===== src/source/core_pkg.sv =====
// shared widths and buffer sizes for the back end
// operation encoding carried from dispatch to the execution units
`default_nettype none

package core_pkg;

	// datapath and register file
	localparam int xlen = 32;
	localparam int reg_count = 32;
	localparam int reg_idx_width = 5;

	// reorder buffer, power of two so pointers wrap on their own
	localparam int rob_depth = 8;
	localparam int rob_tag_width = 3;

	// each reservation station
	localparam int rs_depth = 4;
	localparam int rs_idx_width = 2;

	// multiplier latency and operand bits consumed per stage
	localparam int mult_stages = 3;
	localparam int mult_chunk = 11;

	// decoded operation
	typedef enum logic [2:0] {
		op_add = 3'd0,
		op_sub = 3'd1,
		op_and = 3'd2,
		op_or  = 3'd3,
		op_xor = 3'd4,
		// signed compare, result is 0 or 1
		op_slt = 3'd5,
		// low half of the product
		op_mul = 3'd6
	} op_t;

endpackage

`default_nettype wire

===== src/source/reorder_buffer.sv =====
// circular reorder buffer
// in-order allocation, cdb writeback, operand reads and in-order commit
`default_nettype none

module reorder_buffer import core_pkg::*; (
	input logic clock,
	input logic reset,
	input logic rob_alloc,
	input logic [reg_idx_width-1:0] dispatch_rd,
	input logic [rob_tag_width-1:0] rs1_tag,
	input logic [rob_tag_width-1:0] rs2_tag,
	input logic cdb_valid,
	input logic [rob_tag_width-1:0] cdb_tag,
	input logic [xlen-1:0] cdb_value,
	output logic rob_full,
	output logic [rob_tag_width-1:0] alloc_tag,
	output logic rob_rs1_ready,
	output logic [xlen-1:0] rob_rs1_value,
	output logic rob_rs2_ready,
	output logic [xlen-1:0] rob_rs2_value,
	output logic commit_valid,
	output logic [reg_idx_width-1:0] commit_rd,
	output logic [xlen-1:0] commit_data,
	output logic [rob_tag_width-1:0] commit_tag
);

	// entry payload
	logic [reg_idx_width-1:0] rd_q [rob_depth];
	logic [xlen-1:0] value_q [rob_depth];
	logic [rob_depth-1:0] done_q;

	// pointers and occupancy
	logic [rob_tag_width-1:0] head, tail;
	logic [rob_tag_width:0] count;

	assign rob_full = count == (rob_tag_width + 1)'(rob_depth);
	assign alloc_tag = tail;

	// operand reads for dispatch
	assign rob_rs1_ready = done_q[rs1_tag];
	assign rob_rs1_value = value_q[rs1_tag];
	assign rob_rs2_ready = done_q[rs2_tag];
	assign rob_rs2_value = value_q[rs2_tag];

	// head retires one cycle after its cdb edge at the earliest
	assign commit_valid = (count != '0) && done_q[head];
	assign commit_rd = rd_q[head];
	assign commit_data = value_q[head];
	assign commit_tag = head;

	////////////////////////////////////////
	// control state
	////////////////////////////////////////

	always_ff @(posedge clock) begin
		if (reset) begin
			head <= '0;
			tail <= '0;
			count <= '0;
			done_q <= '0;
		end else begin
			if (rob_alloc) begin
				done_q[tail] <= 1'b0;
				tail <= tail + rob_tag_width'(1);
			end
			// bus tags only name allocated entries, never the tail
			if (cdb_valid)
				done_q[cdb_tag] <= 1'b1;
			if (commit_valid)
				head <= head + rob_tag_width'(1);
			count <= count + (rob_tag_width + 1)'(rob_alloc)
				- (rob_tag_width + 1)'(commit_valid);
		end
	end

	// payload
	always_ff @(posedge clock) begin
		if (rob_alloc)
			rd_q[tail] <= dispatch_rd;
		if (cdb_valid)
			value_q[cdb_tag] <= cdb_value;
	end

endmodule

`default_nettype wire


===== config.mk =====
export PLATFORM = sky130hd
export DESIGN_NAME = reorder_buffer
export DESIGN_NICKNAME = d
export VERILOG_FILES = /design/src/source/core_pkg.sv /design/src/source/reorder_buffer.sv
export SDC_FILE = /design/constraint.sdc
export NUM_CORES = 1
export LEC_CHECK = 0
export ABC_AREA = 1
export BUFFER_PORTS_ARGS = -buffer_cell sky130_fd_sc_hd__buf_2
export CORE_MARGIN = 3
export CORE_UTILIZATION = 40
export CTS_CLUSTER_DIAMETER = 120
export DETAILED_ROUTE_END_ITERATION = 8
export PLACE_DENSITY = 0.63
export SLEW_MARGIN = 20
export SYNTH_ARGS = -nofsm -noshare
export SYNTH_HDL_FRONTEND = slang
export SYNTH_SLANG_ARGS = --single-unit

===== constraint.sdc =====
create_clock -name clock -period 5.39 [get_ports clock]
set_clock_uncertainty 0.05 [all_clocks]
set_input_delay 0.8085 -clock clock [delete_from_list [all_inputs] [get_ports clock]]
set_output_delay 0.8085 -clock clock [all_outputs]
set_load 0.01 [all_outputs]

## Word level (Yosys, flattened, before mapping)

Memories as Yosys holds them, arrays and structs flattened. A register that Yosys moved wholly into a read port is not among the register bits.
Index checks and enable logic that the tools add are counted.

- Memories kept: 2
- Memory bits (writable): 296
- Register bits after elaboration: 18
- Bits of input ports: 50
- Word-level logic and storage cells: 46
- Output and inout bits: 111

Memories:

| memory | depth | bits a word | read ports | clocked after memory_dff | wr ports | line | source |
|---|---|---|---|---|---|---|---|
| value_q | 8 | 32 | 3 | 1 | 1 | reorder_buffer.sv:29 | `logic [xlen-1:0] value_q [rob_depth];` |
| rd_q | 8 | 5 | 1 | 1 | 1 | reorder_buffer.sv:28 | `logic [reg_idx_width-1:0] rd_q [rob_depth];` |

- $lt $le $gt $ge: 7
- Eq/ne operators: 1
- Muxes and demuxes: 21
- Add/subtract/negate cells: 4
- Reduce and logical (&&, ||, !) cells: 4
- Bitwise gates (word level): 3

Operator list:

| operator | number |
|---|---|
| $mux 8 | 3 |
| $lt 3x4->1 const B | 5 |
| $mux 3 | 4 |
| $bmux 1 s3 | 3 |
| $mux 1 | 9 |
| $and 8x8->8 | 1 |
| $not 8->8 | 1 |
| $or 8x8->8 | 1 |
| $add 3x1->3 const B | 2 |
| $demux 1 s3 | 2 |
| $ge 3x1->1 const B | 2 |
| $add 4x1->4 | 1 |
| $eq 4x4->1 const B | 1 |
| $reduce_bool 4->1 | 1 |
| $sub 4x1->4 | 1 |
| $logic_and 1x1->1 | 3 |

## Depth between registers and ports, before layout

Gate-level depths: netlist of the first run.

- Depth in word-level cells: 10
- Gate-level depth with buffers: 12
- Depth with buffers taken out: 12

## Worst setup path before layout of the first run

OpenSTA, ideal clock, no wires.

- Path type: input -> register
- Start: input cdb_valid
- End: memory value_q[0][0] (enable)
- Data required time: 4.917 ns
- Setup time: 0.423 ns
- Arrival: 2.364 ns
- Slack: 2.554 ns
- Path buffers: 0
- Stages on the path: 4
- Path through: inv_1 > nor2_1 > inv_1 > nor2_1

- Cells in the longest elaborated chain, start to end: 2

RTL lines:

| element | line | source |
|---|---|---|
| from (decl) | reorder_buffer.sv:12 | `input logic cdb_valid,` |
| $mux 1 | reorder_buffer.sv:80 | `if (cdb_valid)` |
| $mux 1 (implied by the code) | reorder_buffer.sv:81 | `value_q[cdb_tag] <= cdb_value;` |
| to (decl) | reorder_buffer.sv:29 |  |

No other way between the ends.

## Final worst setup path of the first run

- Start: input rs1_tag[0]
- End: output rob_rs1_ready

- Cells in the longest elaborated chain, start to end: 2

RTL lines:

| element | line | source |
|---|---|---|
| from (decl) | reorder_buffer.sv:10 | `input logic [rob_tag_width-1:0] rs1_tag,` |
| $bmux 1 s3 | reorder_buffer.sv:40 | `assign rob_rs1_ready = done_q[rs1_tag];` |
| $mux 1 (implied by the code) | reorder_buffer.sv:40 |  |
| to (decl) | reorder_buffer.sv:17 | `output logic rob_rs1_ready,` |

No other way between the ends. The select of a mux whose other input is x is not followed.

==> impl_metrics.json, run 1 <==
{
  "routabilityCongestion": 0.801,
  "via_per_inst": 5.74,
  "worstSetupPathType": "in2out",
  "reg2reg_slack_ns": 3.11,
  "syn_nets": 2088,
  "period_share": 0.723,
  "power.leakage_nw": 7.16,
  "final_cell_mix": "533 x o21ai_0, 332 x nand2_1, 296 x edfxtp_1",
  "p_per_area_nw_per_um2": 343,
  "dp_cells": 2599,
  "antenna_found_initial": 8,
  "holdCritPathClass": "reg2reg",
  "total_power_w": 0.00658,
  "cts_root_buffer": "clkbuf_16",
  "maxCapViolations": 0,
  "nNetsFinal": 2157,
  "path_cells": "buf_4, clkinv_2, buf_4, o21ai_0, nand2_1, nor2_1, a31oi_1, buf_2",
  "ys_types": 30,
  "ir_drop_uv": 277,
  "cts_inserted_buffers": 37,
  "holdPathStages": 2,
  "tns_ns": 0,
  "die_h_um": 213,
  "place_ws_ns": 1.54,
  "r2r_cells": 10,
  "min_from": "alloc_tag[0]$_SDFFE_PP0P_",
  "period_minus_slack_ns": 3.90,
  "slowest_stage": "clkinv_2",
  "drc": 0,
  "dr.pass1.iters": 6,
  "r2r_end": "count[2]$_SDFF_PP0_",
  "syn-instance-count": 2030,
  "ys_seq_area_frac": 0.544,
  "grt_max_degree": 112,
  "cts.sinks": 317,
  "critPathMaxFanout": 52,
  "cts_max_path_buffers": 3,
  "grt_pass1_wl_mm": 79.3,
  "dpl.hpwl_mm": 29.9,
  "setup_viol": 0,
  "postCtsSetupBuffers": 0,
  "gr-usage-all-layers": 0.225,
  "rows": 75,
  "status": "complete, no violations",
  "synth_seq_cells": 317,
  "rr_startpoint": "commit_tag[0]$_SDFFE_PP0P_",
  "yosysWarnings": 0,
  "layout_commonest_cell": "o21ai_0",
  "drtAntennaViolNets": 0,
  "cpMostUsedCell": "buf_4",
  "setup_slack_ns": 1.49,
  "worst_pin_slew_ns": 1.11,
  "ctsHoldBuffers": 0,
  "synth.avg_cell_area_um2": 8.42,
  "area_growth_pct": 12.2,
  "ios": 161,
  "clock.fmax_ghz": 0.257,
  "vias": 15300,
  "slowest_delay_ns": 0.54,
  "die_area_um2": 45300,
  "die_x_um": 213,
  "crit_buf_inv": 4,
  "port_buffers": 160,
  "drt_wl_total_mm": 53.1,
  "rsz0062_at_grt": "no",
  "initial_core_util": 0.407,
  "htree_levels": 2,
  "fin_cells": 2665,
  "cts_tree": "yes",
  "crit_family": "buffers and inverters",
  "drive_above_1_share": 0.117,
  "insertion_delay_ns": 0.52,
  "ctsResizeCount": 0,
  "max_slew_margin": 0.256,
  "clkSlewWorstSetupHoldPaths_ns": 0.05,
  "grt_pass1_vias": 14400,
  "gr-total-overflow": 0,
  "cp-end-kind": "primary output",
  "wl_per_cell_um": 19.9,
  "slew_violations": 0,
  "nFillCells": 4034,
  "start_kind": "input pin",
  "drt_iter0_markers": 1833,
  "syn_area_um2": 17100,
  "hold_end": "alloc_tag[0]$_SDFFE_PP0P_",
  "postLayoutCoreUtil": 0.456,
  "cp.arrival_ns": 3.04,
  "core_um2": 42000,
  "hold_violations": 0,
  "required_ns": 4.53
}
where the power goes:
part           total (W)  switching (W)  leakage [nW]  internal (W)
sequential       0.00288      0.0000906          2.86       0.00279
clock            0.00224       0.000919         0.513       0.00132
combinational    0.00146       0.000985          3.78      0.000470
worst max-delay path by stage:
stage	from	endpoint	slack, ns	cells after the start
after floorplan	cdb_valid	value_q[0][0]$_DFFE_PP_	2.55	4
after global placement	rs1_tag[0]	rob_rs1_ready	1.57	8
after detailed placement	rs1_tag[0]	rob_rs1_ready	1.54	8
after CTS	rs1_tag[0]	rob_rs1_ready	1.54	8
after global routing	register	commit_data[23]	1.36	6
final	rs1_tag[0]	rob_rs1_ready	1.49	8
cells by family (layout without fill, tap and decap cells):
group	Yosys count	count (layout)	share of synthesized area
fa+ha+maj	8	8	0.00629
flops	317	317	0.544
simple gates	616	616	0.137
buf+inv	261	352	0.0686
compound gates	826	826	0.242
xor+xnor	2	2	0.00102
other cells	0	5	0
per-stage QoR:
stage	cell area [um^2]	hold slack, ns
final	19200	0.463
after global routing	19200	0.503
after CTS	19200	0.469
after detailed placement	18100	0.462
after global placement	18100	0.445
after floorplan	17100	0.466
area by class of cell:
class / count / area [um^2] / area share
antenna: 5 / 12.5 / 0.000652
clock buffer: 51 / 988 / 0.0515
clock inverter: 10 / 75.1 / 0.00391
inverter: 104 / 393 / 0.0205
multi-input combinational: 1452 / 6680 / 0.348
sequential: 317 / 9320 / 0.486
tap: 539 / 674 / 0.0351
timing repair buffer: 187 / 1050 / 0.0548
worst register-to-register path, cell delays in order (launching register included):
cell and delay [ns]:
dfxtp_1 0.50, inv_2 0.11, nand2_1 0.07, nand3_1 0.08, nand3_1 0.18, nand3_2 0.15
xor2_1 0.18, ha_1 0.22, fa_1 0.41, xnor2_1 0.16, nor2_1 0.05
layer usage:
metal	global-route usage	wire, um	up-vias
met5	0	46	-
met4	0.0945	1670	8
met3	0.0447	5470	130
met2	0.366	24700	822
met1	0.295	21200	7171
li1	-	-	7179
state kept, by name, summed over array words and instances, names as in the netlist, named ones only:
signal      count
value_q       256
rd_q           40
done_q          8
count           4
alloc_tag       3
commit_tag      3
cells in the mapped netlist:
cell type / count / area [um^2]
a21oi_1: 212 / 1060
o21ai_1: 74 / 370
fa_1: 1 / 20.0
nand4_1: 3 / 18.8
dfxtp_1: 21 / 420
buf_4: 13 / 97.6
edfxtp_1: 296 / 8890
xor2_1: 1 / 8.76
buf_6: 6 / 67.6
buf_1: 12 / 45.0
buf_2: 44 / 220
inv_1: 97 / 364
buf_8: 2 / 30.0
nor2_1: 268 / 1010
nor2_2: 1 / 6.26
clkbuf_2: 5 / 25.0
xnor2_1: 1 / 8.76
nor3b_1: 1 / 7.51
nand3_2: 1 / 10.0
nand3b_1: 1 / 7.51
inv_2: 4 / 15.0
ha_1: 7 / 87.6
nand2_1: 332 / 1250
clkbuf_1: 74 / 278
or2_2: 1 / 6.26
o21ai_0: 533 / 2670
buf_12: 1 / 20.0
nand3_1: 8 / 40.0
clkinv_1: 3 / 11.3
a31oi_1: 7 / 43.8
No activity file was read; power rests on OpenSTA's default activity.
==> run 2: changes to the inputs <==
--- a/config.mk
+++ b/config.mk
@@ -5,7 +5,7 @@
 export SDC_FILE = /design/constraint.sdc
 export NUM_CORES = 1
 export LEC_CHECK = 0
-export ABC_AREA = 1
+export ABC_AREA = 0
 export BUFFER_PORTS_ARGS = -buffer_cell sky130_fd_sc_hd__buf_2
 export CORE_MARGIN = 3
 export CORE_UTILIZATION = 40
==> constraint.sdc (replaced) <==
create_clock -name clock -period 3.8 [get_ports clock]
set_clock_uncertainty 0.05 [all_clocks]
set_input_delay 0.57 -clock clock [delete_from_list [all_inputs] [get_ports clock]]
set_output_delay 0.57 -clock clock [all_outputs]
set_load 0.01 [all_outputs]
==> run 2 against run 1 <==
  * First-iteration DRC count is 66% lower
  * Sequential power is 40% higher
  * Cell count is 43% lower
  * Sequential share of layout area is 0.81 points higher
  * Setup slack worse by 0.82 ns
  * Die area is 5.3% lower
  * Clock power is 56% higher
  * Core utilization is 1.8 points higher
  * Sequential cell count stayed put
  * Total power is 29% higher
  * Non-clock buffer count is 5 lower
==> impl_metrics.json, run 2 <==
{
  "p_per_area_nw_per_um2": 450,
  "via_per_inst": 5.82,
  "ios": 161,
  "cts.sinks": 317,
  "die_area_um2": 42900,
  "cp.arrival_ns": 2.50,
  "rows": 73,
  "cts_inserted_buffers": 37,
  "holdCritPathClass": "in2reg",
  "slowest_stage": "mux4_2",
  "layout_commonest_cell": "edfxtp_1",
  "path_cells": "buf_12, mux4_2, mux2_2, buf_2",
  "seqCellArea_um2": 9320,
  "yosysMostFrequentCell": "edfxtp_1",
  "synth_simple_gate_area_share": 0.0166,
  "period_minus_slack_ns": 3.12,
  "holdPathStages": 1,
  "syn_area_um2": 16200,
  "setup_viol": 0,
  "start_kind": "register",
  "critPathMaxFanout": 40,
  "top_register": "value_q",
  "maxCapViolations": 0,
  "synth-edff-count": 296,
  "die_h_um": 207,
  "synth_xor_area_frac": 0.00217,
  "yosys.area_share.adder": 0.00666,
  "dpl.hpwl_mm": 23.2,
  "gr-total-overflow": 0,
  "synth_top_family_by_area": "multiplexers",
  "grt_pass1_vias": 9567,
  "total_power_w": 0.00850,
  "dp_cells": 1442,
  "synth_seq_cells": 317,
  "post-synth-top-area-fraction": 0.550,
  "cts_root_buffer": "clkbuf_16",
  "grt_max_degree": 67,
  "hold_end": "value_q[6][22]$_DFFE_PP_",
  "power.leakage_nw": 6.18,
  "reg2reg_slack_ns": 1.31,
  "drt_wl_total_mm": 40.0,
  "max_slew_margin": 0.488,
  "die_x_um": 207,
  "rsz0062_at_grt": "no",
  "htree_levels": 2,
  "nFillCells": 3402,
  "ctsHoldBuffers": 0,
  "yosys-top-cells-count": "296 x edfxtp_1, 206 x mux4_2, 105 x mux2_2",
  "ir_drop_uv": 359,
  "slew_violations": 0,
  "synth.avg_cell_area_um2": 20.4,
  "routabilityCongestion": 0.750,
  "ys_types": 37,
  "ys_seq_area_frac": 0.576,
  "core_um2": 39800,
  "largest_reg_flops": 256,
  "synthMuxAreaShare": 0.363,
  "yosysWarnings": 0,
  "place_ws_ns": 0.913,
  "synth_flop_cell": "edfxtp_1",
  "cts_tree": "yes",
  "nNetsFinal": 1014,
  "drc": 0,
  "initial_core_util": 0.406,
  "vias": 8792,
  "hold_violations": 0,
  "insertion_delay_ns": 0.51,
  "fin_cells": 1510,
  "yosys-top-cells-area": "edfxtp_1 55%, mux4_2 29%, mux2_2 7.3%",
  "hold_slack_ns": 0.262,
  "rr_startpoint": "commit_tag[0]$_SDFFE_PP0P_",
  "required_ns": 3.18,
  "async_flop_share": 0,
  "port_buffers": 160,
  "clkSlewWorstSetupHoldPaths_ns": 0.06,
  "syn_nets": 852,
  "area_growth_pct": 16.8,
  "min_from": "cdb_value[22]",
  "setup_slack_ns": 0.676,
  "top_regs": "value_q: 256 flops, rd_q: 40 flops, done_q: 8 flops",
  "multiInputGateArea_um2": 6490,
  "ctsResizeCount": 0,
  "postCtsSetupBuffers": 0,
  "drt_iter0_markers": 631,
  "worstSetupPathType": "reg2out",
  "tns_ns": 0,
  "period_share": 0.822,
  "r2r_end": "count[2]$_SDFF_PP0_",
  "syn-instance-count": 794,
  "r2r_cells": 8,
  "yosys.area.top_type": "edfxtp_1",
  "synth_compound_area_frac": 0.0103,
  "antenna_found_initial": 4,
  "clock.fmax_ghz": 0.320,
  "status": "complete, no violations",
  "wl_per_cell_um": 26.5,
  "gr-usage-all-layers": 0.186,
  "final_cell_mix": "296 x edfxtp_1, 206 x mux4_2, 158 x buf_2",
  "dr.pass1.iters": 5,
  "drive_above_1_share": 0.572,
  "cts_max_path_buffers": 3,
  "cp-end-kind": "primary output",
  "worst_pin_slew_ns": 0.766,
  "drtAntennaViolNets": 0,
  "slowest_delay_ns": 0.57,
  "grt_pass1_wl_mm": 60.0
}
## run 2: cell types whose count changed in the layout (fill, tap and decap cells not counted), sizes merged, moves of 4 or more
| cell | before | now |
|---|---|---|
| mux4 | 0 | 206 |
| inv | 99 | 12 |
| nor2 | 269 | 20 |
| clkinv | 13 | 9 |
| a21oi | 212 | 15 |
| o21ai | 607 | 6 |
| nor2b | 0 | 6 |
| nand2 | 332 | 10 |
| mux2 | 0 | 107 |
| nand3 | 9 | 4 |
| buf | 187 | 182 |
| a31oi | 7 | 0 |
## run 2: logic make-up after synthesis
logic type | after synthesis
mux | 314
flops | 317
compound gates | 26
buf+inv | 70
simple gates | 55
fa+ha+maj | 8
xor+xnor | 4
## run 2: per-stage QoR
step	utilization	area (um^2)
floorplan	-	16200
global placement	0.443	17700
detailed placement	0.443	17700
CTS	0.474	18900
global route	0.474	18900
finish	0.474	18900
## run 2: worst max path at each step
stage,startpoint,to,slack [ns],cells after the start
floorplan,cdb_tag[0],value_q[0][0]$_DFFE_PP_,0.28,2
global placement,rs2_tag[0],rob_rs2_value[25],0.92,5
detailed placement,rs2_tag[0],rob_rs2_value[25],0.91,5
CTS,register,commit_data[12],0.62,4
global route,register,commit_data[12],0.55,4
finish,register,commit_data[12],0.68,4
## run 2: area by class of cell
cell class / instances / share of cell area
multi-input combinational: 407 / 0.344
timing repair buffer: 182 / 0.0614
clock buffer: 48 / 0.0535
antenna: 3 / 0.000398
inverter: 11 / 0.00219
clock inverter: 17 / 0.0104
sequential: 317 / 0.494
tap: 525 / 0.0348
## run 2: power breakdown
group          internal [W]  total, W  switching (W)
Clock               0.00215   0.00350        0.00135
Combinational      0.000499  0.000977       0.000478
Sequential          0.00394   0.00402      0.0000755
Total               0.00659   0.00850        0.00191
## run 2: worst max-delay path: cells and delay by family (launching register included)
family                 cells  cell delay (ns)
muxes                      2             0.89
DFF                        1             0.55
buffers and inverters      2             0.52
## run 2: per-layer routing
metal | vias to the layer above | global-route usage | wire [um]
met4 | 4 | 0.0545 | 906
met1 | 4668 | 0.247 | 16500
met5 | - | 0 | 21
li1 | 3765 | - | -
met2 | 299 | 0.309 | 20000
met3 | 56 | 0.0420 | 2580
==> run 3: changes to the inputs <==
--- a/config.mk
+++ b/config.mk
@@ -11,7 +11,7 @@
 export CORE_UTILIZATION = 40
 export CTS_CLUSTER_DIAMETER = 120
 export DETAILED_ROUTE_END_ITERATION = 8
-export PLACE_DENSITY = 0.63
+export PLACE_DENSITY = 0.65
 export SLEW_MARGIN = 20
 export SYNTH_ARGS = -nofsm -noshare
 export SYNTH_HDL_FRONTEND = slang
==> constraint.sdc (replaced) <==
create_clock -name clock -period 2.75 [get_ports clock]
set_clock_uncertainty 0.05 [all_clocks]
set_input_delay 0.4125 -clock clock [delete_from_list [all_inputs] [get_ports clock]]
set_output_delay 0.4125 -clock clock [all_outputs]
set_load 0.01 [all_outputs]
==> run 3 against run 2 <==
  * Global-route usage about the same
  * Combinational power increased by 43%
  * Routed wire length up 0.41%
  * Die area did not move
  * Core utilization increased by 0.65 points
  * Final area increased by 1.4%
  * Critical path depth increased by 1
  * Critical endpoint is now commit_data[7]
  * Setup slack worse by 0.62 ns
  * Highest routed layer unchanged
==> impl_metrics.json, run 3 (synthesized netlist as in run 2, its figures left out) <==
{
  "die_h_um": 207,
  "core_um2": 39800,
  "slowest_stage": "mux4_2",
  "combPwrFrac": 0.121,
  "ir_drop_uv": 478,
  "gr-total-overflow": 0,
  "reg2reg_slack_ns": 0.28,
  "initial_core_util": 0.406,
  "power.share.clock": 0.398,
  "status": "complete, no violations",
  "start_kind": "register",
  "final_cell_mix": "296 x edfxtp_1, 206 x mux4_2, 157 x buf_2",
  "r2r_cells": 8,
  "cts_tree": "yes",
  "crit_cells": 5,
  "slowest_delay_ns": 0.52,
  "worstSetupPathType": "reg2out",
  "grt_pass1_vias": 9498,
  "critPathMaxFanout": 11,
  "grt_pass1_wl_mm": 59.7,
  "cts_root_buffer": "clkbuf_16",
  "required_ns": 2.29,
  "dpl.hpwl_mm": 23.3,
  "internal_power_w": 0.00891,
  "cp-end-kind": "primary output",
  "wl_per_cell_um": 26.4,
  "hold_violations": 0,
  "cp.arrival_ns": 2.23,
  "place_ws_ns": 0.290,
  "drt_wl_total_mm": 40.1,
  "drc": 0,
  "rr_startpoint": "commit_tag[0]$_SDFFE_PP0P_",
  "period_minus_slack_ns": 2.69,
  "holdCritPathClass": "in2reg",
  "critPathCapture": "commit_data[7]",
  "area_growth_pct": 18.4,
  "top_register": "value_q",
  "antenna_found_initial": 3,
  "ios": 161,
  "insertion_delay_ns": 0.54,
  "worst_pin_slew_ns": 0.485,
  "power.leakage_nw": 6.27,
  "clkSlewWorstSetupHoldPaths_ns": 0.06,
  "clock.fmax_ghz": 0.371,
  "path_cells": "buf_4, buf_12, mux4_2, mux2_2, buf_2",
  "crit_buf_inv": 3,
  "gr-usage-all-layers": 0.185,
  "period_share": 0.979,
  "power.share.sequential": 0.481,
  "holdPathStages": 1,
  "via_per_inst": 5.85,
  "nNetsFinal": 1026,
  "nFillCells": 3356,
  "ctsHoldBuffers": 0,
  "drive_above_1_share": 0.575,
  "total_power_w": 0.0115,
  "cts_inserted_buffers": 36,
  "switching_share": 0.228,
  "rsz0062_at_grt": "yes",
  "r2r_end": "count[2]$_SDFF_PP0_",
  "die_area_um2": 42900,
  "p_per_area_nw_per_um2": 603,
  "layout_commonest_cell": "edfxtp_1",
  "port_buffers": 160,
  "grt_max_degree": 38,
  "cts_max_path_buffers": 3,
  "vias": 8911,
  "setup_viol": 0,
  "dr.pass1.iters": 5,
  "maxCapViolations": 0,
  "max_slew_margin": 0.675,
  "htree_levels": 2,
  "rows": 73,
  "die_x_um": 207,
  "crit_family": "multiplexers",
  "routabilityCongestion": 0.740,
  "setup_slack_ns": 0.0570,
  "largest_reg_flops": 256,
  "drt_iter0_markers": 723,
  "p_sw_w": 0.00263,
  "drtAntennaViolNets": 0,
  "top_regs": "value_q: 256 flops, rd_q: 40 flops, done_q: 8 flops",
  "slew_violations": 0,
  "cts.sinks": 317
}
-- run 3: per-layer routing --
| layer | share of wire | wire [um] | vias up | global-route usage |
|---|---|---|---|---|
| li1 | - | - | 3801 | - |
| met2 | 0.50 | 20100 | 332 | 0.311 |
| met1 | 0.41 | 16500 | 4715 | 0.247 |
| met3 | 0.066 | 2650 | 59 | 0.0368 |
| met4 | 0.022 | 894 | 4 | 0.0555 |
| met5 | 0.00067 | 27 | - | 0.00334 |
-- run 3: timing repair --
action                                  4_1_cts  5_1_grt
gates resized for setup                       3        1
endpoints found under the setup margin       18       25
gates cloned                                  1        2
buffers inserted                              3        3
-- run 3: final cells by class --
type / count / area (um^2) / share of cell area
Sequential cell: 317 / 9320 / 0.487
Multi-Input combinational cell: 407 / 6500 / 0.340
Antenna cell: 3 / 7.51 / 0.000392
Tap cell: 525 / 657 / 0.0343
Timing Repair Buffer: 195 / 1480 / 0.0773
Clock inverter: 14 / 123 / 0.00641
Inverter: 11 / 41.3 / 0.00216
Clock buffer: 50 / 1000 / 0.0525
-- run 3: power by group through the flow --
stage | sequential [W] | combinational (W) | clock, W
after global placement | 0.00564 | 0.00138 | 0
final | 0.00555 | 0.00140 | 0.00459
after global routing | 0.00557 | 0.00151 | 0.00489
after floorplan | 0.00562 | 0.000918 | 0
after CTS | 0.00555 | 0.00141 | 0.00471
after detailed placement | 0.00565 | 0.00139 | 0
-- run 3: stage by stage --
stage | area (um^2) | setup TNS (ns) | util | hold slack, ns | cells
global route | 19100 | -0.0265 | 0.480 | 0.0842 | 1520
finish | 19100 | 0 | 0.480 | 0.0969 | 1522
CTS | 19000 | -0.236 | 0.478 | 0.0605 | 1514
detailed placement | 17800 | 0 | 0.448 | 0.499 | 1446
global placement | 17800 | 0 | 0.448 | 0.485 | 1446
floorplan | 16200 | 0 | - | 0.419 | 794
-- run 3: worst min-delay path by stage --
stage	startpoint	slack [ns]	end
after global placement	done_q[4]$_SDFF_PP0_	0.48	done_q[4]$_SDFF_PP0_
after CTS	cdb_value[9]	0.06	value_q[6][9]$_DFFE_PP_
after global routing	cdb_value[10]	0.08	value_q[7][10]$_DFFE_PP_
final	dispatch_rd[2]	0.1	rd_q[2][2]$_DFFE_PP_
after floorplan	done_q[7]$_SDFF_PP0_	0.42	done_q[7]$_SDFF_PP0_
after detailed placement	done_q[7]$_SDFF_PP0_	0.50	done_q[7]$_SDFF_PP0_
