## config.mk

```make
export PLATFORM = sky130hd
export DESIGN_NAME = alu_stage
export DESIGN_NICKNAME = d
export VERILOG_FILES = /design/src/source/core_pkg.sv /design/src/source/alu_stage.sv
export SDC_FILE = /design/constraint.sdc
export NUM_CORES = 1
export LEC_CHECK = 0
export BUFFER_PORTS_ARGS = -buffer_cell sky130_fd_sc_hd__buf_2
export CAP_MARGIN = 40
export CORE_ASPECT_RATIO = 0.8
export CORE_UTILIZATION = 40
export DETAILED_ROUTE_END_ITERATION = 8
export GPL_TIMING_DRIVEN = 0
export PLACE_DENSITY = 0.71
export SYNTH_ARGS = -nofsm -noshare
export SYNTH_HDL_FRONTEND = slang
export SYNTH_SLANG_ARGS = --single-unit
```

## constraint.sdc

```tcl
create_clock -name clock -period 3.8 [get_ports clock]
set_clock_uncertainty 0.05 [all_clocks]
set_input_delay 0.38 -clock clock [delete_from_list [all_inputs] [get_ports clock]]
set_output_delay 0.38 -clock clock [all_outputs]
set_load 0.1 [all_outputs]
```

## src/source/core_pkg.sv

```systemverilog
// shared widths and buffer sizes for the back end
// operation encoding carried from dispatch to the execution units
`default_nettype none

package core_pkg;

	// datapath and register file
	localparam int xlen = 32;
	localparam int reg_count = 32;
	localparam int reg_idx_width = 5;

	// reorder buffer, power of two so pointers wrap on their own
	localparam int rob_depth = 8;
	localparam int rob_tag_width = 3;

	// each reservation station
	localparam int rs_depth = 4;
	localparam int rs_idx_width = 2;

	// multiplier latency and operand bits consumed per stage
	localparam int mult_stages = 3;
	localparam int mult_chunk = 11;

	// decoded operation
	typedef enum logic [2:0] {
		op_add = 3'd0,
		op_sub = 3'd1,
		op_and = 3'd2,
		op_or  = 3'd3,
		op_xor = 3'd4,
		// signed compare, result is 0 or 1
		op_slt = 3'd5,
		// low half of the product
		op_mul = 3'd6
	} op_t;

endpackage

`default_nettype wire
```

## src/source/alu_stage.sv

```systemverilog
// single-cycle ALU with its result register
// drives the cdb, multiplier results take priority over a held ALU result
`default_nettype none

module alu_stage import core_pkg::*; (
	input logic clock,
	input logic reset,
	input logic issue_valid,
	input op_t issue_op,
	input logic [rob_tag_width-1:0] issue_tag,
	input logic [xlen-1:0] issue_a,
	input logic [xlen-1:0] issue_b,
	input logic mult_valid,
	input logic [rob_tag_width-1:0] mult_tag,
	input logic [xlen-1:0] mult_value,
	output logic alu_busy,
	output logic cdb_valid,
	output logic [rob_tag_width-1:0] cdb_tag,
	output logic [xlen-1:0] cdb_value
);

	logic [xlen-1:0] alu_result, res_value;
	logic [rob_tag_width-1:0] res_tag;
	logic res_valid;

	always_comb begin
		case (issue_op)
			op_add: alu_result = issue_a + issue_b;
			op_sub: alu_result = issue_a - issue_b;
			op_and: alu_result = issue_a & issue_b;
			op_or: alu_result = issue_a | issue_b;
			op_xor: alu_result = issue_a ^ issue_b;
			op_slt: alu_result = xlen'($signed(issue_a) < $signed(issue_b));
			default: alu_result = '0;
		endcase
	end

	// result stays unsent only while the multiplier owns the bus
	assign alu_busy = res_valid & mult_valid;

	always_ff @(posedge clock) begin
		if (reset)
			res_valid <= 1'b0;
		else
			res_valid <= issue_valid | alu_busy;
		// station does not issue while busy, so no overwrite
		if (issue_valid) begin
			res_tag <= issue_tag;
			res_value <= alu_result;
		end
	end

	// shared bus
	assign cdb_valid = mult_valid | res_valid;
	assign cdb_tag = mult_valid ? mult_tag : res_tag;
	assign cdb_value = mult_valid ? mult_value : res_value;

endmodule

`default_nettype wire

```

After elaboration in Yosys (flattened, before gate mapping)
Index checks and enable logic that the tools add are counted.

word-level totals
  output and inout port bits = 37
  logic and storage cells = 21
  memory bits (read-only) = 0
  input port bits = 109
  memories = 0
  memory bits (writable) = 0
  register bits = 36
  bits in latches = 0

operators by class
  bitwise gates (word level) = 6
  multiply operators = 0
  shift-type cells = 0
  $add $sub $neg = 2
  reductions and logical operators = 1
  equality and inequality tests = 5
  magnitude comparators = 1
  div/mod/pow operators = 0
  multiplexer cells = 3

operators by type and width
  operator                                                         number
  32-bit one-hot mux with 6 select lines                           1
  32-bit adder                                                     1
  32-bit bitwise AND                                               1
  32-bit < comparator                                              1
  32-bit two-way mux                                               1
  32-bit OR                                                        1
  32-bit subtractor                                                1
  32-bit bitwise XOR                                               1
  3-bit by 2-bit == test with 1-bit output, second input constant  2
  3-bit == test, second input constant                             2
  3-bit by 1-bit == test with 1-bit output, second input constant  1
  3-bit logical NOT                                                1
  3-bit two-way mux                                                1
  1-bit OR                                                         2
  1-bit bitwise AND                                                1

Depth between registers and ports, before layout
Gate-level depths: netlist of the first run.

  word-level depth = 2
  depth in mapped cells = 12
  gate-level depth less buffers = 12

Least setup slack after synthesis of the first run
No wires, ideal clock.

  path kind = input -> register
  start = input port issue_a[0]
  end = register res_value[22], data pin
  arrival = 3.092 ns
  stages on the path = 11
  library setup time = 0.261 ns
  path slack = 0.397 ns
  cell sequence = ha_1 fa_1 a21o_1 a221o_1 o311ai_2 o311a_1 o21bai_1 a21oi_1 o21ai_1 xnor2_1 a221o_1

on the way
  longest elaborated chain between the ends = 2
  elaborated cells between the ends (all ways) = 3

ends and longest elaborated chain
  item                                                      RTL line                          source
  from (decl)                                               alu_stage.sv:11                   input logic [xlen-1:0] issue_a,
  32-bit subtractor / 32-bit adder (equally long branches)  alu_stage.sv:29, alu_stage.sv:28
  32-bit one-hot mux with 6 select lines (*)                alu_stage.sv:27                   case (issue_op)
  net alu_result[22]                                        alu_stage.sv:22                   logic [xlen-1:0] alu_result, res_value;
  to (signal assigned)                                      alu_stage.sv:49                   res_value <= alu_result;
  to (decl)                                                 alu_stage.sv:22

Mark *: on every way through the listed nets, which the timed path passes. The rest lies on a longest branch.
A chain may end at the register's enable or synchronous reset.

Worst setup path after layout of the first run
  start = input port issue_a[11]
  end = register res_value[30], data pin

Same word-level chain as after synthesis.

==> qor_table.md, run 1 <==
| Stage | Result | This run |
| --- | --- | --- |
| routing | Detailed-route via count | 7364 |
| synthesis | Cell types occupying the most area after synthesis | sky130_fd_sc_hd__ha_1 (19%), sky130_fd_sc_hd__edfxtp_1 (16%), sky130_fd_sc_hd__a21oi_1 (6.7%) |
| critical path | Launching element type of the critical path | input port |
| synthesis | Number of library cell types mapped by synthesis | 77 |
| timing | Transition time of the tightest slew-check pin | 1.064 ns |
| critical path | Maximum net fanout on the critical path | 10 |
| critical path | Critical Path End Type | register |
| timing | Total count of max-transition violations in the final report | 0 |
| timing | Shortest period the worst path allows | 3.723 ns |
| synthesis | Synthesized area per cell | 7.584 µm² |
| synthesis | Post-synth ARST share | 0% |
| placement | Gpl congestion | 1.030 |
| critical path | Classification of the worst setup path | input port to register |
| synthesis | Number of flops mapped to enable cells by yosys | 35 |
| clocking | Clk sinks | 36 |
| synthesis | Synthesized netlist net count | 1096 |
| cells and area | Final Net Count | 1245 |
| placement | Worst Setup Slack post-DPL | -0.3923 ns |
| power and ir drop | Leakage | 3.549 nW |
| routing | Post-DR wirelength/cell | 18.61 µm |
| synthesis | Commonest register cell after synthesis | sky130_fd_sc_hd__edfxtp_1 |
| routing | Post-detailed-route via-to-cell ratio | 5.896 |
| outcome | Outcome | finished clean |
| cells and area | Antenna cells | 0 |
| floorplan | Num ports | 146 |
| global route | Wire length of the first global-routing pass | 36.11 mm |
| hold path | Classification of the worst-slack hold path | input port to register |
| timing | Total setup violations reported at the end of the flow | 0 |
| global route | Number of global-route vias before repair | 6830 |
| synthesis | Post-synthesis cell count | 884 |
| synthesis | Post-Synthesis Cell Area | 0.006704 mm² |
| global route | GRT Residual Overflow | 0 |
| synthesis | Syn. warnings | 0 |
| timing | Max Clock Freq | 0.2686 GHz |
| global route | Number of antenna violations at the first check in global routing | 0 |
| clocking | Total number of H-tree levels | 2 |
| routing | Number of nets with antenna violations after routing | 0 |
| synthesis | Sequential area share after synthesis | 15.98% |
| job | Max capacitance violation total | 0 |
| routing | Total wirelength of the detailed-routed design | 23.24 mm |
| clocking | CTS tree | built |
| floorplan | Starting density of the core | 41.75% |
| floorplan | Cell row count | 41 |
| global route | Maximum number of pins on one net before global-route repair | 37 |
| critical path | Required time of the critical path | 3.75 ns |
| floorplan | Placeable core region | 0.01606 mm² |
| global route | Total track usage | 26.20% |
| routing | Number of DRC markers in iteration 0 | 875 |
| power and ir drop | Total power consumption of the routed design | 0.002216 W |
| synthesis | Most frequent cell after synthesis | sky130_fd_sc_hd__ha_1 |
| placement | PortBufs | 142 |
| synthesis | Proportion of netlist area held by the largest area contributor | 18.85% |
| floorplan | Floorplan die area | 0.01728 mm² |
| clocking | Largest buffer count on any clock path | 2 |
| cells and area | Share of cells above drive strength 1 | 21.66% |
| timing | Final Hold Vio Count | 0 |
| floorplan | Horizontal extent of the die | 146.7 µm |
| synthesis | Number of register bits inferred by synthesis | 36 |
| floorplan | Height of the die | 117.8 µm |
| critical path | Critical path data arrival time | 3.67 ns |
| placement | Detail Placement HPWL | 18.78 mm |
| synthesis | Cell type contributing the most total cell area after synthesis | sky130_fd_sc_hd__ha_1 |
| power and ir drop | Power density over the cells | 282.7 mW/mm² |
| routing | Total DRC errors in the routed layout | 0 |
| timing | Final WS setup | 0.07703 ns |
| cells and area | Fillers | 1635 |
| cells and area | Final cell area excluding filler cells | 0.007840 mm² |
| clocking | Clock Root Buffer | sky130_fd_sc_hd__clkbuf_16 |
| timing | Share of the clock period used by the worst path after layout | 97.97% |
| cells and area | Synthesis-to-finish area growth | 16.95% |
| clocking | Clock transition at path regs | 0.05 ns |
| power and ir drop | Worst IR drop on VDD | 0.1711 mV |
| clocking | Clk_lat worst skew | 0.27 ns |
| timing | Final hold slack | 0.2102 ns |
| routing | Pre-antenna DRT Iters | 7 |
| placement | Placed standard-cell area | 0.007684 mm² |
| timing | Unrepaired setup endpoints after global routing | false |
| timing | Worst rel slew slack | 28.78% |
| clocking | CTS Buf Count | 5 |
| clocking | Number of buffers inserted by post-CTS setup repair | 0 |
| synthesis | Most instantiated cells after synthesis | sky130_fd_sc_hd__ha_1 (101), sky130_fd_sc_hd__a21oi_1 (90), sky130_fd_sc_hd__inv_1 (89) |
==> metrics by stage <==
stage	TNS (ns)	cells	utilization, %
floorplan	0	884	-
global placement	-1.281	1241	47.85
detailed placement	-1.312	1241	47.85
CTS	0	1249	48.73
global route	0	1249	48.83
finish	0	1249	48.83
==> cells in the final DEF, fill, tap and decap left out, types with 15 or more instances in the layout <==
cell,n
sky130_fd_sc_hd__a21oi_1,89
sky130_fd_sc_hd__buf_2,156
sky130_fd_sc_hd__clkbuf_1,34
sky130_fd_sc_hd__edfxtp_1,35
sky130_fd_sc_hd__ha_1,101
sky130_fd_sc_hd__inv_1,89
sky130_fd_sc_hd__mux2_2,36
sky130_fd_sc_hd__nand2_1,62
sky130_fd_sc_hd__nor2_1,79
sky130_fd_sc_hd__nor3_1,25
sky130_fd_sc_hd__o211ai_1,19
sky130_fd_sc_hd__o21ai_0,44
sky130_fd_sc_hd__o22ai_1,15
sky130_fd_sc_hd__xnor2_1,19
==> area by class of cell <==
type,instances,area (µm²),area share [%]
Multi-Input combinational cell,702,5084,64.84
Clock buffer,7,132.6,1.692
Buffer,52,216.5,2.761
Clock inverter,1,3.754,0.04788
Inverter,94,352.8,4.500
Tap cell,215,269.0,3.431
Timing Repair Buffer,142,710.7,9.065
Sequential cell,36,1071,13.66
==> path summary, 6_finish.rpt <==
check	startpoint	endpoint	slack (ns)	depth (start not counted)
worst min-delay path	reset	res_valid	0.21	2
worst max register to register	res_valid	res_valid	3.04	3
worst max-delay path	issue_a[11]	res_value[30]	0.08	13
worst min register to register	res_valid	res_valid	0.58	3
==> report_power, final <==
group | total [W] | switching, W | internal [W] | leakage [nW]
Clock | 0.000372 | 0.000131 | 0.000240 | 0.0655
Combinational | 0.00134 | 0.000938 | 0.000398 | 3.14
Sequential | 0.000509 | 0.0000135 | 0.000495 | 0.348
==> logic make-up after synthesis <==
group / synth area share [%]
AO/OA/AOI/OAI: 29.17
AND/OR/NAND/NOR: 16.85
buffers and inverters: 8.492
adder cells (fa/ha/maj): 19.45
multiplexers: 7.316
flip-flops: 15.98
XOR/XNOR: 2.744
==> critical path, cell delays in order <==
cell and delay (ns):
sky130_fd_sc_hd__buf_2 0.10, sky130_fd_sc_hd__inv_1 0.04, sky130_fd_sc_hd__ha_1 0.32, sky130_fd_sc_hd__buf_2 0.20, sky130_fd_sc_hd__nor4_1 0.41, sky130_fd_sc_hd__o21ai_0 0.28, sky130_fd_sc_hd__and4_1 0.27, sky130_fd_sc_hd__a21oi_1 0.29
sky130_fd_sc_hd__o21ai_1 0.35, sky130_fd_sc_hd__o311ai_0 0.50, sky130_fd_sc_hd__a31oi_1 0.22, sky130_fd_sc_hd__mux2i_1 0.18, sky130_fd_sc_hd__o21ai_1 0.12
==> sequential cells by signal, indices dropped and copies added, names as in the netlist <==
signal     cells
res_tag        3
res_value     32
res_valid      1
==> timing repair <==
action / CTS / global route
gates cloned: 0 / 0
resized for setup: 1 / 2
setup endpoints to repair: 1 / 2
hold buffers: 0 / 0
==> metal layers <==
layer  vias up  track usage (%)  share of wire (%)
met2       473            38.00                 40
met5         -                0                  0
met1      3360            37.73                 45
met4         0            7.031                1.9
met3        31            6.899                 13
li1       3500                -                  -
Power figures use the tool's default switching activity.
==> run 2: changes to the inputs <==
Settings changed: RECOVER_POWER from default to 100.
==> run 2 against run 1 <==
Net effect:
- the run now ends with max-capacitance violations, max-slew violations left
- largest cell class unchanged
- core utilization is 0.38 points lower
- highest routed layer unchanged
- total power is 0.71% lower
- global-route usage stayed put
- first-iteration DRC count is 2.4% higher
- via count is 0.72% higher
- sequential power hardly changed
- flip-flop and latch count stayed put
- die area stayed put
- clock power hardly changed
- non-clock buffer count stayed put
==> qor_table.md, run 2 (synthesis gave the netlist of run 1 again) <==
| Stage | Result | This run |
| --- | --- | --- |
| outcome | Outcome | finished, violations left |
| outcome | Failing checks | max-capacitance violations, max-slew violations |
| clocking | CTS Buf Count | 5 |
| cells and area | Antenna cells | 0 |
| critical path | Launching element type of the critical path | input port |
| timing | Unrepaired setup endpoints after global routing | false |
| placement | Placed standard-cell area | 0.007684 mm² |
| floorplan | Height of the die | 117.8 µm |
| floorplan | Starting density of the core | 41.75% |
| cells and area | Share of cells above drive strength 1 | 17.50% |
| cells and area | Biggest regs | res_value: 32 flops, res_tag: 3 flops, res_valid: 1 flops |
| floorplan | Floorplan die area | 0.01728 mm² |
| timing | Final Hold Vio Count | 0 |
| clocking | Clock transition at path regs | 0.05 ns |
| power and ir drop | Power density over the cells | 282.9 mW/mm² |
| global route | Maximum number of pins on one net before global-route repair | 37 |
| clocking | CTS tree | built |
| global route | GR peak layer | met2 |
| floorplan | Horizontal extent of the die | 146.7 µm |
| global route | Met3 track utilization from global routing | 6.899% |
| critical path | Classification of the worst setup path | input port to register |
| critical path | Required time of the critical path | 3.76 ns |
| power and ir drop | Leakage | 3.429 nW |
| routing | Total wirelength of the detailed-routed design | 23.26 mm |
| power and ir drop | Total power consumption of the routed design | 0.002201 W |
| timing | Total count of max-transition violations in the final report | 37 |
| placement | Worst Setup Slack post-DPL | -0.3923 ns |
| global route | GRT Residual Overflow | 0 |
| cells and area | Final cell area excluding filler cells | 0.007779 mm² |
| global route | Met1 usage in global routing | 37.73% |
| routing | Total DRC errors in the routed layout | 0 |
| routing | Post-detailed-route via-to-cell ratio | 5.938 |
| critical path | Critical Path End Type | register |
| power and ir drop | Worst IR drop on VDD | 0.1714 mV |
| clocking | Clock Root Buffer | sky130_fd_sc_hd__clkbuf_16 |
| floorplan | Placeable core region | 0.01606 mm² |
| timing | Max Clock Freq | 0.2688 GHz |
| timing | Transition time of the tightest slew-check pin | 1.755 ns |
| timing | Share of the clock period used by the worst path after layout | 97.91% |
| global route | Number of antenna violations at the first check in global routing | 0 |
| cells and area | Most frequent standard cell in the layout excluding fill and tap cells | sky130_fd_sc_hd__buf_2 |
| floorplan | Cell row count | 41 |
| job | Max capacitance violation total | 1 |
| placement | Gpl congestion | 1.030 |
| cells and area | Most flops, register | res_value |
| critical path | Maximum net fanout on the critical path | 6 |
| cells and area | Synthesis-to-finish area growth | 16.03% |
| placement | PortBufs | 142 |
| timing | Shortest period the worst path allows | 3.721 ns |
| hold path | Classification of the worst-slack hold path | input port to register |
| global route | Number of global-route vias before repair | 6830 |
| cells and area | Max FFs per register | 32 |
| routing | Post-DR wirelength/cell | 18.62 µm |
| global route | Total track usage | 26.20% |
| timing | Worst rel slew slack | -16.97% |
| timing | Accumulated negative setup slack | 0 ns |
| routing | Detailed-route via count | 7417 |
| clocking | Number of buffers inserted by post-CTS setup repair | 0 |
| placement | Placed instance count | 1241 |
| routing | Number of nets with antenna violations after routing | 0 |
| clocking | Hold Buf Count CTS | 0 |
| critical path | Critical path data arrival time | 3.68 ns |
| global route | Wire length of the first global-routing pass | 36.11 mm |
| clocking | Largest buffer count on any clock path | 2 |
| cells and area | Final Net Count | 1245 |
| clocking | Total number of H-tree levels | 2 |
| global route | Global routing met2 resource utilization | 38.00% |
| cells and area | Fillers | 1658 |
| floorplan | Num ports | 146 |
| clocking | Clk sinks | 36 |
| routing | Number of DRC markers in iteration 0 | 896 |
| placement | Detail Placement HPWL | 18.78 mm |
| cells and area | Number of cells in the finished layout apart from fillers | 1249 |
| routing | Pre-antenna DRT Iters | 7 |
| timing | Final WS setup | 0.07923 ns |
| clocking | Clk_lat worst skew | 0.27 ns |
| cells and area | Commonest cells after routing, fill and taps aside | sky130_fd_sc_hd__buf_2 (113), sky130_fd_sc_hd__ha_1 (101), sky130_fd_sc_hd__inv_1 (89), sky130_fd_sc_hd__a21oi_1 (89), sky130_fd_sc_hd__nor2_1 (79) |
| timing | Total setup violations reported at the end of the flow | 0 |
==> run 2: cell count changes in the layout (fill, tap and decap cells not counted), sizes merged <==
cell    previous run  this run
buf              162       117
clkbuf            39        84
==> run 2: metal layers <==
metal	share of wire, %	vias to the layer above
met5	0	-
met4	1.9	0
met3	15	39
met2	39	521
met1	44	3358
li1	-	3499
==> run 2: what timing repair did <==
item,CTS,global route
gates resized for setup,1,2
pin swaps,0,0
endpoints found under the setup margin,1,2
endpoints found under the hold margin,0,0
==> run 2: power breakdown <==
part           internal, W  switching (W)  leakage [nW]  total, W
registers         0.000496      0.0000134         0.348  0.000509
clock network     0.000240       0.000131        0.0655  0.000372
logic             0.000384       0.000936          3.02   0.00132
total              0.00112        0.00108          3.43   0.00220
==> run 2: final cells by class <==
class | instances | area, µm² | area share (%)
Multi-Input combinational cell | 702 | 5077 | 65.27
Timing Repair Buffer | 142 | 659.4 | 8.477
Clock buffer | 7 | 132.6 | 1.705
Tap cell | 215 | 269.0 | 3.458
Inverter | 94 | 352.8 | 4.536
Clock inverter | 1 | 3.754 | 0.04825
Buffer | 52 | 212.7 | 2.734
Sequential cell | 36 | 1071 | 13.77
==> run 2: through the flow <==
| step | util [%] | hold slack (ns) |
|---|---|---|
| 2_1_floorplan | - | 0.4024 |
| 3_5_place_dp | 47.85 | 0.4898 |
| 3_3_place_gp | 47.85 | 0.4866 |
| 4_1_cts | 48.73 | 0.2057 |
| 6_report | 48.45 | 0.2106 |
| 5_1_grt | 48.45 | 0.2198 |
==> run 2: worst paths after layout <==
path	depth (start not counted)	endpoint	slack [ns]	start
max	12	res_value[22]	0.08	issue_a[0]
min	2	res_valid	0.21	reset
min reg2reg	3	res_valid	0.57	res_valid
max reg2reg	3	res_valid	3.03	res_valid
==> run 2: worst max-delay path, cell delays in order <==
cell	delay, ns
sky130_fd_sc_hd__clkbuf_1	0.11
sky130_fd_sc_hd__ha_1	0.27
sky130_fd_sc_hd__fa_1	0.44
sky130_fd_sc_hd__a21o_1	0.23
sky130_fd_sc_hd__a221o_1	0.41
sky130_fd_sc_hd__o311ai_4	0.38
sky130_fd_sc_hd__o311a_1	0.32
sky130_fd_sc_hd__o21bai_1	0.10
sky130_fd_sc_hd__a21oi_2	0.33
sky130_fd_sc_hd__o21ai_1	0.20
sky130_fd_sc_hd__xnor2_1	0.16
sky130_fd_sc_hd__a221o_1	0.33
==> run 3: changes to the inputs <==
--- a/constraint.sdc
+++ b/constraint.sdc
@@ -3,3 +3,3 @@
 set_input_delay 0.38 -clock clock [delete_from_list [all_inputs] [get_ports clock]]
 set_output_delay 0.38 -clock clock [all_outputs]
-set_load 0.1 [all_outputs]
+set_load 0.01 [all_outputs]
==> run 3 against run 2 <==
Net effect:
- sequential share of layout area hardly changed
- hold slack better by 0.0016 ns
- first-iteration DRC count is 4.2% lower
- the run still ends with max-capacitance violations, max-slew violations left
- largest power group unchanged
==> qor_table.md, run 3 (synthesis gave the netlist of run 1 again) <==
| Stage | Result | This run |
| --- | --- | --- |
| outcome | Outcome | finished, violations left |
| outcome | Failing checks | max-capacitance violations, max-slew violations |
| hold path | Classification of the worst-slack hold path | input port to register |
| floorplan | Height of the die | 117.8 µm |
| global route | Number of global-route vias before repair | 6830 |
| clocking | Clk_lat worst skew | 0.27 ns |
| routing | Post-DR wirelength/cell | 18.57 µm |
| timing | Max Clock Freq | 0.2680 GHz |
| cells and area | Number of cells in the finished layout apart from fillers | 1249 |
| floorplan | Placeable core region | 0.01606 mm² |
| timing | Final WS setup | 0.06924 ns |
| global route | Number of antenna violations at the first check in global routing | 0 |
| placement | Placed instance count | 1241 |
| floorplan | Horizontal extent of the die | 146.7 µm |
| routing | Total wirelength of the detailed-routed design | 23.19 mm |
| routing | Number of nets with antenna violations after routing | 0 |
| cells and area | Commonest cells after routing, fill and taps aside | sky130_fd_sc_hd__buf_2 (118), sky130_fd_sc_hd__ha_1 (101), sky130_fd_sc_hd__inv_1 (89), sky130_fd_sc_hd__a21oi_1 (89), sky130_fd_sc_hd__nor2_1 (79) |
| power and ir drop | Leakage | 3.444 nW |
| timing | Share of the clock period used by the worst path after layout | 98.18% |
| cells and area | Most frequent standard cell in the layout excluding fill and tap cells | sky130_fd_sc_hd__buf_2 |
| cells and area | Sequential cell area | 0.001071 mm² |
| timing | Shortest period the worst path allows | 3.731 ns |
| routing | Detailed-route via count | 7388 |
| global route | Maximum number of pins on one net before global-route repair | 37 |
| clocking | Clk sinks | 36 |
| routing | Total DRC errors in the routed layout | 0 |
| power and ir drop | Worst IR drop on VDD | 0.1606 mV |
| routing | Pre-antenna DRT Iters | 5 |
| cells and area | Max FFs per register | 32 |
| timing | Unrepaired setup endpoints after global routing | false |
| cells and area | Antenna cells | 0 |
| clocking | Total number of H-tree levels | 2 |
| global route | Total track usage | 26.20% |
| cells and area | Synthesis-to-finish area growth | 16.13% |
| routing | Number of DRC markers in iteration 0 | 858 |
| routing | Post-detailed-route via-to-cell ratio | 5.915 |
| clocking | Clock Root Buffer | sky130_fd_sc_hd__clkbuf_16 |
| global route | GRT Residual Overflow | 0 |
| critical path | Required time of the critical path | 3.76 ns |
| critical path | Maximum net fanout on the critical path | 6 |
| placement | Worst Setup Slack post-DPL | -0.3923 ns |
| critical path | Launching element type of the critical path | input port |
| critical path | Classification of the worst setup path | input port to register |
| cells and area | Final Net Count | 1245 |
| placement | Gpl congestion | 1.030 |
| floorplan | Starting density of the core | 41.75% |
| power and ir drop | Power density over the cells | 245.2 mW/mm² |
| clocking | Largest buffer count on any clock path | 2 |
| timing | Worst rel slew slack | -17.89% |
| clocking | CTS tree | built |
| clocking | Clock transition at path regs | 0.05 ns |
| placement | PortBufs | 142 |
| clocking | CTS Buf Count | 5 |
| timing | Total count of max-transition violations in the final report | 37 |
| timing | Transition time of the tightest slew-check pin | 1.768 ns |
| timing | Total setup violations reported at the end of the flow | 0 |
| cells and area | Most flops, register | res_value |
| cells and area | Area of the multi-input gates | 0.005077 mm² |
| cells and area | Share of cells above drive strength 1 | 17.60% |
| critical path | Critical path data arrival time | 3.69 ns |
| job | Max capacitance violation total | 1 |
| floorplan | Cell row count | 41 |
| global route | Wire length of the first global-routing pass | 36.11 mm |
| floorplan | Floorplan die area | 0.01728 mm² |
| placement | Detail Placement HPWL | 18.78 mm |
| cells and area | Fillers | 1653 |
| timing | Final Hold Vio Count | 0 |
| cells and area | Biggest regs | res_value: 32 flops, res_tag: 3 flops, res_valid: 1 flops |
| critical path | Critical Path End Type | register |
| floorplan | Num ports | 146 |
[run 3: cell types whose count changed in the layout (fill, tap and decap cells not counted)]
cell                       before  now
sky130_fd_sc_hd__and2_1         2    1
sky130_fd_sc_hd__mux2_1         0    4
sky130_fd_sc_hd__mux2_2        36   32
sky130_fd_sc_hd__buf_2        113  118
sky130_fd_sc_hd__and2_0         0    1
sky130_fd_sc_hd__clkbuf_1      77   72
[run 3: layer usage]
layer	wire length (µm)	part of all wire, %	up-vias	track usage, %
met1	10370	45	3338	37.73
met4	465	2.0	0	7.031
li1	-	-	3500	-
met3	3282	14	39	6.899
met5	0	0	-	0
met2	9075	39	511	38.00
[run 3: worst max-delay path, cell delays in order]
cell and delay (ns):
sky130_fd_sc_hd__clkbuf_1 0.11, sky130_fd_sc_hd__ha_1 0.27, sky130_fd_sc_hd__fa_1 0.44, sky130_fd_sc_hd__a21o_1 0.23
sky130_fd_sc_hd__a221o_1 0.41, sky130_fd_sc_hd__o311ai_4 0.38, sky130_fd_sc_hd__o311a_1 0.32, sky130_fd_sc_hd__o21bai_1 0.10
sky130_fd_sc_hd__a21oi_2 0.33, sky130_fd_sc_hd__o21ai_1 0.20, sky130_fd_sc_hd__xnor2_1 0.17, sky130_fd_sc_hd__a221o_1 0.34
[run 3: area by class of cell]
class / instances / share of cell area, %
Timing Repair Buffer: 142 / 8.550
Clock buffer: 7 / 1.704
Tap cell: 215 / 3.455
Multi-Input combinational cell: 702 / 65.22
Inverter: 94 / 4.532
Clock inverter: 1 / 0.04822
Sequential cell: 36 / 13.76
Buffer: 52 / 2.732
[run 3: metrics by stage]
| stage | hold slack [ns] | utilization, % | instance area, µm² | power (W) | setup TNS [ns] |
|---|---|---|---|---|---|
| after floorplan | 0.4024 | - | 6704 | 0.001178 | 0 |
| after global placement | 0.4866 | 47.85 | 7684 | 0.001501 | -1.281 |
| after detailed placement | 0.4898 | 47.85 | 7684 | 0.001514 | -1.312 |
| after CTS | 0.2057 | 48.73 | 7824 | 0.001892 | 0 |
| after global routing | 0.2198 | 48.48 | 7785 | 0.002023 | 0 |
| final | 0.2121 | 48.48 | 7785 | 0.001909 | 0 |
[run 3: power by group]
group	internal, W	leakage [nW]	total, W	switching (W)
Sequential	0.000496	0.348	0.000509	0.0000134
Combinational	0.000385	3.03	0.00103	0.000644
Clock	0.000240	0.0655	0.000372	0.000131
Total	0.00112	3.44	0.00191	0.000788
[run 3: worst paths after layout]
kind	slack [ns]	endpoint	start	cells after the start
setup / recovery	0.07	res_value[22]	issue_a[0]	12
hold / removal	0.21	res_valid	reset	2
setup reg to reg	3.01	res_valid	res_valid	3
hold reg to reg	0.60	res_valid	res_valid	3
[run 3: timing repair]
| item | in CTS | in global routing |
|---|---|---|
| hold buffers | 0 | 0 |
| buffers inserted | 0 | 0 |
| endpoints found under the hold margin | 0 | 0 |
| resized for setup | 1 | 2 |
| endpoints found under the setup margin | 1 | 2 |
